File: src/hw/packer_pkg.sv
package packer_pkg;

	// Width of one FIFO entry which holds one assembled serial byte
	localparam int byte_w = 8;

	// Width of one output word made of two packed bytes
	localparam int word_w = 16;

	// Number of byte entries held in the FIFO
	localparam int fifo_depth = 16;

	// Pointer width so that pointers wrap on their own at fifo_depth
	localparam int fifo_aw = $clog2(fifo_depth);

	// One serial beat
	// val only counts in a cycle where strobe is high
	typedef struct packed {
		logic strobe;
		logic val;
	} ser_bit_t;

	// Completed byte from the deserializer
	// strobe is one cycle wide and writes data into the FIFO
	typedef struct packed {
		logic              strobe;
		logic [byte_w-1:0] data;
	} byte_beat_t;

	// Output beat of the packer
	// sum already includes data in the cycle where strobe is high
	typedef struct packed {
		logic              strobe;
		logic [word_w-1:0] data;
		logic [word_w-1:0] sum;
	} word_beat_t;

endpackage

File: src/hw/serial_deserializer.sv
`timescale 1ns/1ps

module serial_deserializer import packer_pkg::*; (
	input  logic       clk,
	input  logic       arst_n,
	input  ser_bit_t   ser_in,
	output byte_beat_t byte_out
);

	// Bit position of the next incoming bit within the current byte
	logic [2:0] cnt_q;

	// Partial byte where the first received bit ends up in bit 0
	logic [byte_w-1:0] shift_q;
	logic [byte_w-1:0] shift_nxt;

	// Completed byte and its write strobe
	logic [byte_w-1:0] data_q;
	logic              strobe_q;

	// Set on the beat that carries the eighth bit
	logic byte_done;

	// New bits enter at the top and move down, so bit 0 is the oldest
	assign shift_nxt = {ser_in.val, shift_q[byte_w-1:1]};

	assign byte_done = ser_in.strobe && (cnt_q == 3'(byte_w - 1));

	// Bit counter wraps back to zero after the last bit of a byte
	always_ff @(posedge clk or negedge arst_n) begin
		if (!arst_n) begin
			cnt_q <= '0;
		end else if (ser_in.strobe) begin
			cnt_q <= cnt_q + 3'd1;
		end
	end

	// Shift register for the byte under assembly
	always_ff @(posedge clk) begin
		if (ser_in.strobe) begin
			shift_q <= shift_nxt;
		end
	end

	// Capture the full byte on the edge that takes its last bit
	always_ff @(posedge clk) begin
		if (byte_done) begin
			data_q <= shift_nxt;
		end
	end

	// One cycle strobe right after the completing edge
	always_ff @(posedge clk or negedge arst_n) begin
		if (!arst_n) begin
			strobe_q <= 1'b0;
		end else begin
			strobe_q <= byte_done;
		end
	end

	assign byte_out.strobe = strobe_q;
	assign byte_out.data   = data_q;

endmodule

File: src/hw/width_fifo.sv
`timescale 1ns/1ps

module width_fifo import packer_pkg::*; (
	input  logic              clk,
	input  logic              arst_n,
	input  byte_beat_t        byte_in,
	input  logic              rd_strobe,
	output logic              word_avail,
	output logic [word_w-1:0] rd_word,
	output logic              rd_valid
);

	// Byte storage
	logic [byte_w-1:0] mem [fifo_depth];

	// Pointers wrap naturally at fifo_depth
	logic [fifo_aw-1:0] wr_ptr_q;
	logic [fifo_aw-1:0] rd_ptr_q;
	logic [fifo_aw-1:0] rd_ptr_hi;

	// Stored byte count needs one bit more than the pointers to reach fifo_depth
	logic [fifo_aw:0] count_q;

	// Registered output word and its valid flag
	logic [word_w-1:0] word_q;
	logic              valid_q;

	logic wr_en;
	logic rd_en;

	assign wr_en = byte_in.strobe;

	// The consumer only asks when a word is there
	// no count check here
	assign rd_en = rd_strobe;

	// Second byte of the word sits right after the read pointer
	assign rd_ptr_hi = rd_ptr_q + 1'b1;

	// A word needs two stored bytes
	assign word_avail = (count_q >= (fifo_aw + 1)'(2));

	// Write side
	always_ff @(posedge clk) begin
		if (wr_en) begin
			mem[wr_ptr_q] <= byte_in.data;
		end
	end

	always_ff @(posedge clk or negedge arst_n) begin
		if (!arst_n) begin
			wr_ptr_q <= '0;
		end else if (wr_en) begin
			wr_ptr_q <= wr_ptr_q + 1'b1;
		end
	end

	// Read side takes two bytes per request
	always_ff @(posedge clk or negedge arst_n) begin
		if (!arst_n) begin
			rd_ptr_q <= '0;
		end else if (rd_en) begin
			rd_ptr_q <= rd_ptr_q + fifo_aw'(2);
		end
	end

	// Older byte goes low, younger byte goes high
	always_ff @(posedge clk) begin
		if (rd_en) begin
			word_q <= {mem[rd_ptr_hi], mem[rd_ptr_q]};
		end
	end

	// Valid follows the request by one edge
	always_ff @(posedge clk or negedge arst_n) begin
		if (!arst_n) begin
			valid_q <= 1'b0;
		end else begin
			valid_q <= rd_en;
		end
	end

	// Count update for each mix of write and read
	always_ff @(posedge clk or negedge arst_n) begin
		if (!arst_n) begin
			count_q <= '0;
		end else begin
			unique case ({wr_en, rd_en})
				// Write only adds one byte
				2'b10: count_q <= count_q + 1'b1;
				// Read only takes two bytes out
				2'b01: count_q <= count_q - (fifo_aw + 1)'(2);
				// Both at once take one byte out net
				2'b11: count_q <= count_q - 1'b1;
				// Idle
				default: count_q <= count_q;
			endcase
		end
	end

	assign rd_word  = word_q;
	assign rd_valid = valid_q;

endmodule

File: src/hw/word_checksum.sv
`timescale 1ns/1ps

module word_checksum import packer_pkg::*; (
	input  logic              clk,
	input  logic              arst_n,
	input  logic              word_avail,
	input  logic [word_w-1:0] rd_word,
	input  logic              rd_valid,
	input  logic              sum_clear,
	output logic              rd_strobe,
	output word_beat_t        word_out
);

	// Registered output word and strobe
	logic [word_w-1:0] data_q;
	logic              strobe_q;

	// Running sum including the word currently shown
	logic [word_w-1:0] sum_q;

	// Sum as seen outside this cycle after any clear
	logic [word_w-1:0] sum_out;

	// Word that joins the sum at the next edge
	logic [word_w-1:0] add_word;

	// Pull a word as soon as two bytes are buffered
	assign rd_strobe = word_avail;

	// A clear drops everything older than the word shown now
	// so that word starts the new sum on its own
	always_comb begin
		if (sum_clear) begin
			sum_out = strobe_q ? data_q : '0;
		end else begin
			sum_out = sum_q;
		end
	end

	assign add_word = rd_valid ? rd_word : '0;

	// Sum wraps modulo 2^word_w
	always_ff @(posedge clk or negedge arst_n) begin
		if (!arst_n) begin
			sum_q <= '0;
		end else begin
			sum_q <= sum_out + add_word;
		end
	end

	// Word payload
	always_ff @(posedge clk) begin
		if (rd_valid) begin
			data_q <= rd_word;
		end
	end

	// Output strobe one edge after the FIFO read data
	always_ff @(posedge clk or negedge arst_n) begin
		if (!arst_n) begin
			strobe_q <= 1'b0;
		end else begin
			strobe_q <= rd_valid;
		end
	end

	assign word_out.strobe = strobe_q;
	assign word_out.data   = data_q;
	assign word_out.sum    = sum_out;

endmodule

File: src/hw/serial_packer_top.sv
`timescale 1ns/1ps

module serial_packer_top import packer_pkg::*; (
	input  logic       clk,
	input  logic       arst_n,
	input  ser_bit_t   ser_in,
	input  logic       sum_clear,
	output word_beat_t word_out
);

	// Bytes from the deserializer into the FIFO
	byte_beat_t byte_beat;

	// FIFO read interface towards the checksum stage
	logic              word_avail;
	logic [word_w-1:0] rd_word;
	logic              rd_valid;
	logic              rd_strobe;

	// Serial bits to bytes with the first bit in bit 0
	serial_deserializer u_serial_deserializer (
		.clk      (clk),
		.arst_n   (arst_n),
		.ser_in   (ser_in),
		.byte_out (byte_beat)
	);

	// Buffer taking bytes in and giving words out
	width_fifo u_width_fifo (
		.clk        (clk),
		.arst_n     (arst_n),
		.byte_in    (byte_beat),
		.rd_strobe  (rd_strobe),
		.word_avail (word_avail),
		.rd_word    (rd_word),
		.rd_valid   (rd_valid)
	);

	// Drains words and tracks the running sum
	word_checksum u_word_checksum (
		.clk        (clk),
		.arst_n     (arst_n),
		.word_avail (word_avail),
		.rd_word    (rd_word),
		.rd_valid   (rd_valid),
		.sum_clear  (sum_clear),
		.rd_strobe  (rd_strobe),
		.word_out   (word_out)
	);

endmodule

File: config.mk
export PLATFORM = sky130hd
export DESIGN_NAME = serial_packer_top
export DESIGN_NICKNAME = d
export VERILOG_FILES = /design/src/hw/packer_pkg.sv /design/src/hw/serial_deserializer.sv /design/src/hw/width_fifo.sv /design/src/hw/word_checksum.sv /design/src/hw/serial_packer_top.sv
export SDC_FILE = /design/constraint.sdc
export NUM_CORES = 1
export LEC_CHECK = 0
export BUFFER_PORTS_ARGS = -buffer_cell sky130_fd_sc_hd__buf_2
export CAP_MARGIN = 20
export CORE_MARGIN = 2
export CORE_UTILIZATION = 50
export DETAILED_ROUTE_END_ITERATION = 8
export PLACE_DENSITY_LB_ADDON = 0.08
export RECOVER_POWER = 100
export SYNTH_ARGS = -nofsm -noshare
export SYNTH_HDL_FRONTEND = slang
export SYNTH_SLANG_ARGS = --single-unit
File: constraint.sdc
create_clock -name clk -period 2.4 [get_ports clk]
set_clock_uncertainty 0.05 [all_clocks]
set_input_delay 0.6 -clock clk [delete_from_list [all_inputs] [get_ports clk]]
set_output_delay 0.6 -clock clk [all_outputs]
set_load 0.01 [all_outputs]
==> impl_metrics.env <==
export IMPL_synthCells=520
export IMPL_fin_cells=865
export IMPL_power_density_nw_per_um2=1360
export IMPL_seqPwrFrac_pct=37.2
export IMPL_critPathKind="reg -> reg"
export IMPL_final_common_cell="edfxtp_1"
export IMPL_ys_types=48
export IMPL_setup_ws_ps=91.1
export IMPL_drc_errors=0
export IMPL_cap_violations=0
export IMPL_post_drt_wl_per_cell_um=18.3
export IMPL_holdWs_ps=286
export IMPL_htreeDepth=1
export IMPL_port_buffers=37
export IMPL_power_leakage_nw=3.75
export IMPL_vias_per_cell=5.26
export IMPL_cp_arrival_ps=2620
export IMPL_postLayoutCellArea_sq_um=10400
export IMPL_diodes=0
export IMPL_fmax_mhz=433
export IMPL_dieArea_sq_um=18500
export IMPL_final_util_pct=60.7
export IMPL_io_pins=38
export IMPL_ys_seq_area_share_pct=70.1
export IMPL_grt_overflow_total=0
export IMPL_route_antenna_remaining_nets=0
export IMPL_cts_buffer_depth=3
export IMPL_dp_cells=827
export IMPL_cts_hold_buf=0
export IMPL_drt_pre_antenna_iters=5
export IMPL_rsz0062_at_grt="false"
export IMPL_clkSlewWorstSetupHoldPaths_ps=60
export IMPL_cts_sinks=209
export IMPL_post_route_min_period_ps=2310
export IMPL_power_mw=14.2
export IMPL_coreArea_sq_um=17200
export IMPL_cellInternalPower_mw=9.53
export IMPL_placed_cell_area_sq_um=9840
export IMPL_worstSkewPairLatency_ps=490
export IMPL_drt_iter0_drc=158
export IMPL_setup_tns_ps=0
export IMPL_drt_wl_total_um=15900
export IMPL_p_sw_share_pct=32.8
export IMPL_required_ps=2710
export IMPL_synth_edff_count=175
export IMPL_status="finished clean"
export IMPL_p_sw_mw=4.65
export IMPL_drive_gt1_share_pct=27.7
export IMPL_worst_slew_pin_slew_ps=1360
export IMPL_area_growth_syn_to_layout_pct=19.7
export IMPL_layout_common_cells="175 x edfxtp_1, 57 x clkbuf_1, 34 x nand2_1, 34 x dfrtp_1"
export IMPL_pwr_share_comb_pct=42.2
export IMPL_cts_buffers=21
export IMPL_pre_cts_slack_ps=-281
export IMPL_rows=48
export IMPL_grt_first_pass_wirelength_um=25400
export IMPL_hold_viol=0
export IMPL_final_nets=659
export IMPL_setup_violations=0
export IMPL_gp_congestion=0.865
export IMPL_start_util_pct=50.7
export IMPL_yosysWarnings=0
export IMPL_max_slew_margin_pct=9.38
export IMPL_maxSlewViolCount=0
export IMPL_vias=4547
export IMPL_worstHoldPathType="in -> reg"
export IMPL_grt_pass1_vias=4802
export IMPL_antenna_found_initial=0
export IMPL_ys_seq_elements=209
export IMPL_grt_max_degree=35
export IMPL_syn_area_sq_um=8710
export IMPL_die_x_um=136
export IMPL_crit_path_end_kind="flop"
export IMPL_pwr_share_clk_pct=20.6
export IMPL_cp_start_kind="flop"
export IMPL_fp_dieH_um=136
export IMPL_synthesis_nets=553
export IMPL_async_flop_share_pct=16.3
export IMPL_dp_hpwl_um=10700
export IMPL_cts_tree="yes"
export IMPL_avgSynthCellArea_sq_um=16.7
export IMPL_worstPathMaxFanout=6
export IMPL_vdd_drop_max_v=0.000676
export IMPL_grt_total_usage_pct=18.2
export IMPL_synth_top_flop_cell="edfxtp_1"
export IMPL_cts_root_buf="clkbuf_16"
export IMPL_fin_crit_sh_pct=96.2
## cell type report
type                       count  area [sq um]
clock buffer                  29           576
clock inverter                 8          40.0
fill                        1357          6750
inverter                      27           101
multi-input combinational    263          2690
sequential                   209          6110
tap                          225           282
timing repair buffer         104           633
## worst paths after layout
check | endpoint | slack (ps) | cells after the start | start
setup / recovery | u_word_checksum.sum_q[8] | 90 | 10 | u_word_checksum.strobe_q
hold / removal | u_serial_deserializer.shift_q[7] | 290 | 1 | ser_in[0]
setup reg to reg | u_word_checksum.sum_q[8] | 90 | 10 | u_word_checksum.strobe_q
hold reg to reg | u_word_checksum.data_q[1] | 390 | 0 | u_width_fifo.rd_word[1]
max in group asynchronous | u_word_checksum.sum_q[12] | 600 | 2 | arst_n
min in group asynchronous | u_word_checksum.sum_q[0] | 350 | 1 | arst_n
## cells in the mapped netlist, types with 10 or more instances
library cell / number / share of area, %
nor2_1: 16 / 0.69
dfrtp_1: 34 / 9.8
mux2_2: 20 / 2.6
mux4_2: 32 / 8.3
xor2_1: 13 / 1.3
and2_1: 18 / 1.3
a21oi_1: 11 / 0.63
edfxtp_1: 175 / 60
ha_1: 26 / 3.7
nand2_1: 38 / 1.6
clkbuf_1: 14 / 0.60
inv_1: 27 / 1.2
o21ai_0: 27 / 1.6
xnor2_1: 10 / 1.0
## cell families (layout without fill, tap and decap cells)
| logic type | count (synthesis) | count (layout) | synth area share [%] |
|---|---|---|---|
| xor+xnor | 23 | 23 | 2.31 |
| fa+ha+maj | 28 | 28 | 4.20 |
| mux | 54 | 54 | 11.1 |
| flops | 209 | 209 | 70.1 |
| simple gates | 94 | 94 | 5.09 |
| buf+inv | 48 | 168 | 2.28 |
| compound gates | 64 | 64 | 4.91 |
## repair_timing
action,CTS,global route
setup buffers,0,1
gates resized for setup,0,11
endpoints found under the setup margin,0,7
## power by group through the flow
| stage | clock (mW) | combinational, mW | sequential, mW |
|---|---|---|---|
| 2_1_floorplan | 0 | 3.95 | 5.23 |
| 3_3_place_gp | 0 | 5.77 | 5.31 |
| 3_5_place_dp | 0 | 5.91 | 5.35 |
| 4_1_cts | 3.00 | 5.95 | 5.27 |
| 5_1_grt | 3.14 | 6.67 | 5.36 |
| 6_report | 2.92 | 5.98 | 5.27 |
## metal layers
layer,up-vias,part of all wire (%),global-route usage (%)
met5,-,0,0
met4,0,2.1,5.15
met3,24,3.9,2.72
met2,85,52,32.7
met1,2252,42,23.2
li1,2186,-,-
## state kept, by name, indices dropped and copies added, names as in the netlist
register / cells
u_serial_deserializer.data_q: 8
u_width_fifo.wr_ptr_q: 4
u_width_fifo.rd_ptr_q: 3
u_serial_deserializer.shift_q: 7
u_serial_deserializer.strobe_q: 1
u_width_fifo.rd_word: 16
u_width_fifo.count_q: 5
u_width_fifo.mem: 128
u_serial_deserializer.cnt_q: 3
u_width_fifo.rd_valid: 1
u_word_checksum.data_q: 16
u_word_checksum.sum_q: 16
u_word_checksum.strobe_q: 1
## critical path, stage by stage, from the launching register on
cell and delay [ps]:
dfrtp_1 400, and2_4 180, nand2_4 80, o21ai_4 60
ha_4 160, fa_2 340, a21o_1 230, a221oi_4 290
clkbuf_1 170, o21ai_1 80, xor2_1 150
Note: power is estimated with default switching activity, not from simulation.
